<file path="config.mk">
export PLATFORM = sky130hd
export DESIGN_NAME = dl_dfe_ant_top
export DESIGN_NICKNAME = d
export VERILOG_FILES = /design/src/source/dl_dfe_pkg.sv /design/src/source/ant_s2p.sv /design/src/source/ant_seq_check.sv /design/src/source/frame_out_hs.sv /design/src/source/dl_dfe_ant_top.sv
export SDC_FILE = /design/constraint.sdc
export NUM_CORES = 1
export LEC_CHECK = 0
export BUFFER_PORTS_ARGS = -buffer_cell sky130_fd_sc_hd__buf_2
export CAP_MARGIN = 30
export CORE_UTILIZATION = 49
export CTS_BUF_LIST = sky130_fd_sc_hd__clkbuf_16
export DETAILED_ROUTE_END_ITERATION = 6
export GPL_TIMING_DRIVEN = 0
export PLACE_DENSITY = 0.68
export SYNTH_ARGS = -nofsm -noshare
export SYNTH_HDL_FRONTEND = slang
export SYNTH_SLANG_ARGS = --single-unit
</file>
<file path="constraint.sdc">
create_clock -name clk_4x -period 1.9 [get_ports clk_4x]
set_input_delay 0.38 -clock clk_4x [delete_from_list [all_inputs] [get_ports clk_4x]]
set_output_delay 0.38 -clock clk_4x [all_outputs]
set_load 0.02 [all_outputs]
</file>
<file path="src/source/dl_dfe_pkg.sv">
// downlink antenna path definitions

package dl_dfe_pkg;

   ////////////////////////////////////////////////////////////
   // widths
   ////////////////////////////////////////////////////////////

   localparam int SAMPLE_W    = 16;   // bits per i or q component
   localparam int ANT_ID_W    = 3;    // antenna index, up to 8 antennas
   localparam int FRAME_NUM_W = 8;    // running frame number
   localparam int DROP_CNT_W  = 8;    // saturating drop counter

   ////////////////////////////////////////////////////////////
   // sample and status types
   ////////////////////////////////////////////////////////////

   // one complex sample, i in the upper half of the word
   typedef struct packed {
      logic signed [SAMPLE_W-1:0] i;   // in-phase
      logic signed [SAMPLE_W-1:0] q;   // quadrature
   } iq_sample_t;

   // status word sent with every output frame
   typedef struct packed {
      logic                   seq_err;     // antenna order broken in frame
      logic [FRAME_NUM_W-1:0] frame_num;   // gap here means dropped frames
   } frame_status_t;

   // a frame is iq_sample_t [N_ANTENNAS-1:0], sized per instance
   // index 0 holds antenna 0

endpackage : dl_dfe_pkg

</file>
<file path="src/source/ant_s2p.sv">
// antenna serial to parallel
`timescale 1ns/1ps

module ant_s2p
   import dl_dfe_pkg::*;
#(
   parameter int N_ANTENNAS = 4                       // antennas per frame, 2 to 8
) (
   input  logic                        clk_4x,
   input  logic                        resetn_4x,
   input  logic                        sample_valid,  // at most one per cycle
   input  iq_sample_t                  sample,        // interleaved antenna data
   input  logic [ANT_ID_W-1:0]         ant_id,        // antenna of this sample
   output logic                        frame_pulse,   // one cycle per frame
   output iq_sample_t [N_ANTENNAS-1:0] frame          // held until next pulse
);

   ////////////////////////////////////////////////////////////
   // declarations
   ////////////////////////////////////////////////////////////

   localparam logic [ANT_ID_W-1:0] LAST_ID = ANT_ID_W'(N_ANTENNAS - 1);

   iq_sample_t [N_ANTENNAS-2:0] hold_q;      // latest sample of antennas 0..N-2
   iq_sample_t [N_ANTENNAS-1:0] frame_d;     // frame as it would be latched now
   logic                        last_hit;    // last antenna sample this cycle

   assign last_hit = sample_valid && (ant_id == LAST_ID);   // closes the frame

   ////////////////////////////////////////////////////////////
   // per antenna hold registers
   ////////////////////////////////////////////////////////////

   // last antenna needs no hold, it goes straight to the frame
   always_ff @(posedge clk_4x) begin
      if (!resetn_4x) begin
         hold_q <= '0;                              // missing antennas read 0
      end
      else begin
         for (int a = 0; a < N_ANTENNAS - 1; a++) begin
            if (sample_valid && (ant_id == ANT_ID_W'(a))) begin
               hold_q[a] <= sample;                 // out of range ids never match
            end
         end
      end
   end

   ////////////////////////////////////////////////////////////
   // frame assembly
   ////////////////////////////////////////////////////////////

   always_comb begin
      for (int a = 0; a < N_ANTENNAS - 1; a++) begin
         frame_d[a] = hold_q[a];                    // stale if antenna was skipped
      end
      frame_d[N_ANTENNAS-1] = sample;               // incoming last antenna
   end

   always_ff @(posedge clk_4x) begin
      if (!resetn_4x) begin
         frame <= '0;
      end
      else if (last_hit) begin
         frame <= frame_d;                          // whole frame in one edge
      end
   end

   ////////////////////////////////////////////////////////////
   // frame strobe
   ////////////////////////////////////////////////////////////

   always_ff @(posedge clk_4x) begin
      if (!resetn_4x) begin
         frame_pulse <= 1'b0;
      end
      else begin
         frame_pulse <= last_hit;                   // aligned with frame update
      end
   end

endmodule : ant_s2p

</file>
<file path="src/source/ant_seq_check.sv">
// antenna order checker
`timescale 1ns/1ps

module ant_seq_check
   import dl_dfe_pkg::*;
#(
   parameter int N_ANTENNAS = 4                 // antennas per frame, 2 to 8
) (
   input  logic                clk_4x,
   input  logic                resetn_4x,
   input  logic                sample_valid,   // same stream as the s2p
   input  logic [ANT_ID_W-1:0] ant_id,         // index under test
   output logic                frame_seq_err   // one cycle, with frame_pulse
);

   ////////////////////////////////////////////////////////////
   // declarations
   ////////////////////////////////////////////////////////////

   localparam logic [ANT_ID_W-1:0] LAST_ID = ANT_ID_W'(N_ANTENNAS - 1);

   logic [ANT_ID_W-1:0] exp_id_q;   // index the next sample should carry
   logic                err_q;      // sticky error for the open frame
   logic                is_last;    // sample closes the frame
   logic                mismatch;   // sample index not the expected one

   assign is_last  = sample_valid && (ant_id == LAST_ID);
   assign mismatch = sample_valid && (ant_id != exp_id_q);

   ////////////////////////////////////////////////////////////
   // order tracking
   ////////////////////////////////////////////////////////////

   always_ff @(posedge clk_4x) begin
      if (!resetn_4x) begin
         exp_id_q      <= '0;                         // frame starts at antenna 0
         err_q         <= 1'b0;
         frame_seq_err <= 1'b0;
      end
      else begin
         frame_seq_err <= 1'b0;                       // pulse only
         if (is_last) begin
            frame_seq_err <= err_q | mismatch;        // includes the last sample
            err_q         <= 1'b0;                    // fresh frame
            exp_id_q      <= '0;
         end
         else if (sample_valid) begin
            err_q    <= err_q | mismatch;             // once set, held to frame end
            exp_id_q <= ant_id + ANT_ID_W'(1);        // resync on the seen index
         end
      end
   end

endmodule : ant_seq_check

</file>
<file path="src/source/frame_out_hs.sv">
// frame output handshake
`timescale 1ns/1ps

module frame_out_hs
   import dl_dfe_pkg::*;
#(
   parameter int N_ANTENNAS = 4                         // antennas per frame, 2 to 8
) (
   input  logic                        clk_4x,
   input  logic                        resetn_4x,
   input  logic                        frame_pulse,    // frame complete
   input  iq_sample_t [N_ANTENNAS-1:0] frame,          // valid with frame_pulse
   input  logic                        frame_seq_err,  // valid with frame_pulse
   output logic                        out_req,        // four phase request
   input  logic                        out_ack,        // from consumer
   output iq_sample_t [N_ANTENNAS-1:0] out_frame,      // stable while out_req
   output frame_status_t               out_status,     // stable while out_req
   output logic [DROP_CNT_W-1:0]       drop_count      // saturates at all ones
);

   ////////////////////////////////////////////////////////////
   // declarations
   ////////////////////////////////////////////////////////////

   typedef enum logic [1:0] {
      S_IDLE,      // nothing offered
      S_REQ,       // out_req high, waiting for ack
      S_ACK_LOW    // req dropped, waiting for ack to return low
   } hs_state_t;

   hs_state_t              state_q;
   logic [FRAME_NUM_W-1:0] frame_num_q;   // number for the next frame_pulse
   logic                   idle;          // req low and ack low
   logic                   accept;        // frame taken this cycle

   assign out_req = (state_q == S_REQ);                // decoded from state
   assign idle    = !out_req && !out_ack;
   assign accept  = frame_pulse && idle;

   ////////////////////////////////////////////////////////////
   // handshake FSM and output latch
   ////////////////////////////////////////////////////////////

   always_ff @(posedge clk_4x) begin
      if (!resetn_4x) begin
         state_q    <= S_IDLE;
         out_frame  <= '0;
         out_status <= '0;
      end
      else begin
         case (state_q)
            S_REQ: begin
               if (out_ack) begin
                  state_q <= S_ACK_LOW;                // req falls next cycle
               end
            end
            default: begin
               // ack may drop in the same cycle a frame arrives
               if (accept) begin
                  out_frame  <= frame;
                  out_status <= '{seq_err: frame_seq_err, frame_num: frame_num_q};
                  state_q    <= S_REQ;                 // req one cycle after pulse
               end
               else if (!out_ack) begin
                  state_q <= S_IDLE;
               end
            end
         endcase
      end
   end

   ////////////////////////////////////////////////////////////
   // frame numbering and drop count
   ////////////////////////////////////////////////////////////

   always_ff @(posedge clk_4x) begin
      if (!resetn_4x) begin
         frame_num_q <= '0;
         drop_count  <= '0;
      end
      else begin
         if (frame_pulse) begin
            frame_num_q <= frame_num_q + FRAME_NUM_W'(1);  // dropped frames count too
         end
         if (frame_pulse && !idle && (drop_count != '1)) begin
            drop_count <= drop_count + DROP_CNT_W'(1);     // consumer still busy
         end
      end
   end

endmodule : frame_out_hs

</file>
<file path="src/source/dl_dfe_ant_top.sv">
// downlink antenna front end top
`timescale 1ns/1ps

module dl_dfe_ant_top
   import dl_dfe_pkg::*;
#(
   parameter int N_ANTENNAS = 4                         // antennas per frame, 2 to 8
) (
   input  logic                        clk_4x,
   input  logic                        resetn_4x,
   input  logic                        sample_valid,   // interleaved input stream
   input  iq_sample_t                  sample,
   input  logic [ANT_ID_W-1:0]         ant_id,
   output logic                        out_req,        // frame offered
   input  logic                        out_ack,
   output iq_sample_t [N_ANTENNAS-1:0] out_frame,
   output frame_status_t               out_status,
   output logic [DROP_CNT_W-1:0]       drop_count
);

   ////////////////////////////////////////////////////////////
   // internal wires
   ////////////////////////////////////////////////////////////

   logic                        frame_pulse;     // from s2p
   iq_sample_t [N_ANTENNAS-1:0] frame;           // from s2p
   logic                        frame_seq_err;   // from order checker

   ////////////////////////////////////////////////////////////
   // blocks
   ////////////////////////////////////////////////////////////

   ant_s2p #(.N_ANTENNAS(N_ANTENNAS)) ant_s2p_i (
      .clk_4x       (clk_4x),
      .resetn_4x    (resetn_4x),
      .sample_valid (sample_valid),
      .sample       (sample),
      .ant_id       (ant_id),
      .frame_pulse  (frame_pulse),
      .frame        (frame)
   );

   ant_seq_check #(.N_ANTENNAS(N_ANTENNAS)) ant_seq_check_i (
      .clk_4x        (clk_4x),
      .resetn_4x     (resetn_4x),
      .sample_valid  (sample_valid),   // watches the same stream
      .ant_id        (ant_id),
      .frame_seq_err (frame_seq_err)
   );

   frame_out_hs #(.N_ANTENNAS(N_ANTENNAS)) frame_out_hs_i (
      .clk_4x        (clk_4x),
      .resetn_4x     (resetn_4x),
      .frame_pulse   (frame_pulse),
      .frame         (frame),
      .frame_seq_err (frame_seq_err),
      .out_req       (out_req),
      .out_ack       (out_ack),
      .out_frame     (out_frame),
      .out_status    (out_status),
      .drop_count    (drop_count)
   );

endmodule : dl_dfe_ant_top

</file>
==> impl_metrics.py, run 1 <==
metrics = {
    "synthesis": {
        "ys_warn_count": 0,
        "synth-seq-cells": 385,
        "synth_edf_count": 0,
        "syn_avg_cell_area_um2": 9.13,
        "synth_cell_types": 42,
        "syn-instance-count": 1428,
        "ys_seq_area_share_pct": 59.1,
        "synth_area_leaders": "dfxtp_1, nand2_1, a21oi_1",
        "yosysTopAreaCellShare_pct": 59.1,
        "async_flop_share_pct": 0,
        "synth_ff_type": "dfxtp_1",
        "synth_top_cell_by_area": "dfxtp_1",
        "synth_area_mm2": 0.0130,
        "syn-num-nets": 1474,
    },
    "timing": {
        "fmax_mhz": 554,
        "tightest_slew_ns": 0.795,
        "skew_ns": 0.0184,
        "period_share_pct": 94.9,
        "period_minus_slack_ns": 1.80,
        "maxSlewViolCount": 0,
        "finalSetupTns_ns": 0,
        "holdWs_ns": 0.130,
        "finalSetupViolCount": 0,
        "timing.slew.headroom_pct": 47.0,
        "hold_viol_final": 0,
        "rsz0062_at_grt": "false",
    },
    "worst_setup_path": {
        "reg2reg_depth": 7,
        "critPathCaptureType": "register",
        "cp_cell_sequence": "buf_2, ha_1, ha_1, a21oi_1, buf_2, clkbuf_1, a22o_1",
        "slowest_stage": "clkbuf_1",
        "crit_arrival_ns": 2.26,
        "critical_path.top_delay_family": "buffers and inverters",
        "crit_required_ns": 2.36,
        "critPathMaxFanout": 10,
        "critPathBufInv": 3,
        "crit_type": "in -> reg",
        "cp_slowest_stage_delay_ns": 0.56,
        "cp-start-kind": "input pin",
        "crit_cells": 7,
    },
    "power": {
        "power_density_mw_per_mm2": 1010,
        "ir_drop_mv": 0.718,
        "leakagePower_uw": 0.00619,
    },
    "layout": {
        "layout.nets": 1698,
        "layout_common_cells": "nand2_1, dfxtp_1, a21oi_1, buf_2, a22o_1",
        "final_common_cell": "nand2_1",
        "multi_input_area_mm2": 0.00471,
        "seqCellArea_mm2": 0.00771,
        "fin_util_pct": 59.6,
        "final_cells": 2013,
        "area_growth_pct": 19.1,
        "antenna_cells": 0,
        "fill_cells": 2321,
        "drive_gt1_share_pct": 17.9,
    },
    "min_path": {
        "hold_path_depth": 3,
        "hold_path.class": "in -> reg",
    },
    "routing": {
        "vias": 10600,
        "avgRoutedWirePerCell_um": 16.8,
        "viasPerCell": 5.28,
        "drc": 0,
        "drt-pass1-iter-count": 5,
        "drt_wl_total_um": 33800,
        "final_antenna_net_count": 0,
        "dr.first_iter.drc_count": 615,
    },
    "clock_tree": {
        "cts_inserted_buffers": 39,
        "ctsHtreeMaxLevel": 2,
        "hold_buffers": 0,
        "worst_skew_pair.late_latency_ns": 0.54,
        "cts_sinks": 385,
        "cts_setup_buffers": 0,
        "clockBufferDepth": 3,
        "clk_pin_slew_ns": 0.06,
        "cts-root-buf": "clkbuf_16",
        "cts_tree": "yes",
        "ctsResizeCount": 0,
    },
    "floorplan": {
        "start_util_pct": 50.0,
        "rows": 59,
        "fp.dieW_um": 165,
        "ios": 185,
        "core_area_mm2": 0.0261,
        "dieArea_mm2": 0.0273,
        "die_h_um": 165,
    },
    "grt": {
        "grt_use_total_pct": 24.9,
        "grt_max_degree": 14,
        "antenna_found_initial": 1,
        "grt_pass1_vias": 9760,
        "grt_overflow_total": 0,
        "grt_pass1_wl_um": 52300,
    },
    "placed_design": {
        "dp_hpwl_um": 24200,
        "gp_congestion": 0.817,
        "port_buffers": 183,
        "dpl.cell_count": 1946,
    },
    "job": {
        "drv_cap": 0,
    },
    "status": {
        "status": "completed",
    },
}
## layout make-up
| cell class | instances | share of cell area, % |
|---|---|---|
| multi-input combinational | 929 | 30.3 |
| buffer | 110 | 3.89 |
| clock buffer | 40 | 6.45 |
| tap | 335 | 2.70 |
| inverter | 4 | 0.0967 |
| clock inverter | 27 | 0.991 |
| timing repair buffer | 183 | 5.90 |
| sequential | 385 | 49.6 |
## worst min-delay path, stage by stage
cell and delay, ns:
buf_2 0.13, nand2_1 0.06, a21oi_1 0.05
## state kept, by name, summed over array words and instances (netlist names), 2 cells and up
register	count
ant_s2p_i.frame	128
frame_out_hs_i.drop_count	8
ant_s2p_i.frame_d	96
frame_out_hs_i.state_q	2
frame_out_hs_i.frame_num_q	8
frame_out_hs_i.out_status	9
frame_out_hs_i.out_frame	128
ant_seq_check_i.exp_id_q	3
## Yosys cell counts (2+ instances only)
cell	number
a22o_1	128
xor2_1	4
and2_1	3
o211a_1	2
clkbuf_1	36
a21oi_1	239
buf_1	10
nand3_1	5
nand4_1	3
dfxtp_1	385
a211oi_1	2
nand2_1	481
nor3_1	4
buf_2	36
mux2i_1	4
and2b_1	2
xnor2_1	5
ha_1	7
nand2b_1	2
nor2_1	16
or3_1	2
o21ai_0	3
buf_6	11
buf_4	17
inv_1	4
## final timing paths
kind / slack [ns] / from / end
max: 0.1 / ant_id[0] / ant_s2p_i.frame[111]$_SDFFE_PN0N_
min: 0.13 / sample[6] / ant_s2p_i.frame_d[38]$_SDFFE_PN0P_
max reg2reg: 0.30 / ant_s2p_i.frame_pulse$_SDFF_PN0_ / frame_out_hs_i.out_frame[0]$_SDFFE_PN0P_
min reg2reg: 0.45 / ant_seq_check_i.frame_seq_err$_SDFF_PN0_ / frame_out_hs_i.out_status[8]$_SDFFE_PN0P_
## kinds of logic after synthesis
kind of cell,after synthesis,synth area share (%)
compound gates,383,18.7
xor+xnor,9,0.605
mux,4,0.307
fa+ha+maj,7,0.672
simple gates,526,15.8
flops,385,59.1
buf+inv,114,4.75
## power by group
group	switching, uW	leakage [uW]	internal, uW
Clock	3060	0.000598	3940
Sequential	38.4	0.00311	8140
Combinational	382	0.00248	135
Total	3480	0.00619	12200
## routing by layer
layer	vias to the layer above	track usage (%)	wire, um
met3	68	4.45	1770
met4	2	9.72	1060
met1	5030	33.7	15700
met5	-	0	10
li1	5260	-	-
met2	278	39.5	15300
## through the flow
step | worst slack, ns | area, um2 | power (uW)
finish | 0.0963 | 15500 | 15700
detailed placement | -0.378 | 14400 | 8870
global route | 0.0686 | 15500 | 16200
floorplan | 0.318 | 13000 | 8630
CTS | 0.140 | 15500 | 15800
global placement | -0.360 | 14400 | 8860
Power figures use the tool's default switching activity.
==> run 2: changes to the inputs <==
--- a/config.mk
+++ b/config.mk
@@ -7,6 +7,7 @@
 export LEC_CHECK = 0
 export BUFFER_PORTS_ARGS = -buffer_cell sky130_fd_sc_hd__buf_2
 export CAP_MARGIN = 30
+export CORE_ASPECT_RATIO = 0.6
 export CORE_UTILIZATION = 49
 export CTS_BUF_LIST = sky130_fd_sc_hd__clkbuf_16
 export DETAILED_ROUTE_END_ITERATION = 6
==> impl_metrics.py, run 2 (same netlist as run 1, synthesis figures left out) <==
metrics = {
    "status": {
        "status": "completed",
    },
    "layout": {
        "stdcell_area_mm2": 0.0154,
        "fill_cells": 2322,
        "multi_input_area_mm2": 0.00471,
        "layout.nets": 1694,
        "fin_util_pct": 60.0,
        "area_growth_pct": 18.2,
        "drive_gt1_share_pct": 17.7,
        "layout_common_cells": "nand2_1, dfxtp_1, a21oi_1, buf_2, a22o_1",
        "seqCellArea_mm2": 0.00771,
        "antenna_cells": 0,
        "final_common_cell": "nand2_1",
    },
    "grt": {
        "grt_pass1_wl_um": 54400,
        "grt_use_total_pct": 25.8,
        "grt_overflow_total": 0,
        "grt_pass1_vias": 9702,
        "grt_max_degree": 16,
        "antenna_found_initial": 3,
    },
    "floorplan": {
        "die_h_um": 128,
        "rows": 45,
        "core_area_mm2": 0.0257,
        "ios": 185,
        "dieArea_mm2": 0.0273,
        "start_util_pct": 50.8,
        "fp.dieW_um": 213,
    },
    "timing": {
        "fmax_mhz": 550,
        "maxSlewViolCount": 0,
        "period_share_pct": 95.8,
        "hold_viol_final": 0,
        "rsz0062_at_grt": "false",
        "finalSetupViolCount": 0,
        "skew_ns": 0.0204,
        "holdWs_ns": 0.144,
        "tightest_slew_ns": 0.779,
        "period_minus_slack_ns": 1.82,
        "finalSetupTns_ns": 0,
        "timing.slew.headroom_pct": 48.1,
    },
    "routing": {
        "wl_met2_um": 14800,
        "dr_wl_met3_um": 2310,
        "drc": 0,
        "viasPerCell": 5.33,
        "drt-pass1-iter-count": 5,
        "dr.first_iter.drc_count": 823,
        "final_antenna_net_count": 0,
        "vias": 10800,
        "avgRoutedWirePerCell_um": 17.5,
        "drt_wl_total_um": 35400,
        "drt-met1-wl_um": 17700,
        "highest_layer": "met5",
    },
    "power": {
        "leakagePower_uw": 0.00612,
        "ir_drop_mv": 0.545,
        "power_density_mw_per_mm2": 984,
    },
    "worst_setup_path": {
        "reg2reg_to": "frame_out_hs_i.out_frame[46]$_SDFFE_PN0P_",
        "reg2reg_depth": 7,
        "crit_required_ns": 2.35,
        "crit_arrival_ns": 2.27,
        "endpoint": "ant_s2p_i.frame[111]$_SDFFE_PN0N_",
        "cp-start-kind": "input pin",
        "crit_type": "in -> reg",
        "r2r_slack_ns": 0.25,
        "critPathMaxFanout": 10,
        "critPathLaunch": "ant_id[0]",
        "r2r-start": "ant_s2p_i.frame_pulse$_SDFF_PN0_",
        "critPathCaptureType": "register",
    },
    "clock_tree": {
        "ctsResizeCount": 0,
        "cts_setup_buffers": 0,
        "cts_tree": "yes",
        "clockBufferDepth": 3,
        "clk_pin_slew_ns": 0.07,
        "ctsHtreeMaxLevel": 2,
        "cts_inserted_buffers": 35,
        "hold_buffers": 0,
        "cts-root-buf": "clkbuf_16",
        "cts_sinks": 385,
        "worst_skew_pair.late_latency_ns": 0.52,
    },
    "placed_design": {
        "port_buffers": 183,
        "dp_hpwl_um": 25800,
        "gp_congestion": 0.861,
        "placed_area_mm2": 0.0144,
    },
    "job": {
        "drv_cap": 0,
    },
    "min_path": {
        "hold_path.class": "in -> reg",
    },
}
## run 2: cell count changes in the layout (fill, tap and decap cells not counted)
| cell | previous run | this run |
|---|---|---|
| clkinv_1 | 10 | 9 |
| clkinvlp_4 | 1 | 0 |
| clkinv_8 | 1 | 0 |
| clkbuf_16 | 40 | 35 |
| clkinv_4 | 0 | 1 |
## run 2: final cells by class
type / instances / area share [%]
clock buffer: 35 / 5.69
multi-input combinational: 929 / 30.6
inverter: 4 / 0.0975
sequential: 385 / 50.0
timing repair buffer: 183 / 5.95
clock inverter: 25 / 0.877
tap: 352 / 2.86
buffer: 110 / 3.92
## run 2: through the flow
stage                     total power (uW)  setup slack, ns  std cells
after CTS                            15200            0.166       2023
after global routing                 15600           0.0251       2023
after floorplan                       8630            0.318       1428
after global placement                8860           -0.373       1963
after detailed placement              8880           -0.370       1963
final                                15200           0.0804       2023
## run 2: layer usage
layer  up-vias  global-route usage [%]
met5         -                       0
met4         6                    5.46
met3        49                    4.49
met2       327                    37.8
met1      5142                    39.4
li1       5252                       -
## run 2: worst max-delay path, stage by stage
cell and delay (ns):
buf_2 0.14, ha_1 0.21, ha_1 0.19, a21oi_1 0.19, buf_2 0.27, clkbuf_1 0.62
a22o_1 0.27
## run 2: how the worst min path moves through the flow
stage | end | startpoint | depth (start not counted)
CTS | ant_s2p_i.frame_d[64]$_SDFFE_PN0P_ | sample[0] | 3
finish | ant_s2p_i.frame_d[0]$_SDFFE_PN0P_ | sample[0] | 3
global placement | frame_out_hs_i.out_status[8]$_SDFFE_PN0P_ | ant_seq_check_i.frame_seq_err$_SDFF_PN0_ | 2
global route | ant_s2p_i.frame_d[38]$_SDFFE_PN0P_ | sample[6] | 3
detailed placement | frame_out_hs_i.out_frame[3]$_SDFFE_PN0P_ | frame_out_hs_i.out_frame[3]$_SDFFE_PN0P_ | 2
floorplan | frame_out_hs_i.out_status[8]$_SDFFE_PN0P_ | ant_seq_check_i.frame_seq_err$_SDFF_PN0_ | 2
## run 2: power by group
group / internal, uW / total [uW] / switching [uW]
clock network: 3480 / 6450 / 2970
registers: 8140 / 8180 / 38.3
logic: 135 / 528 / 394
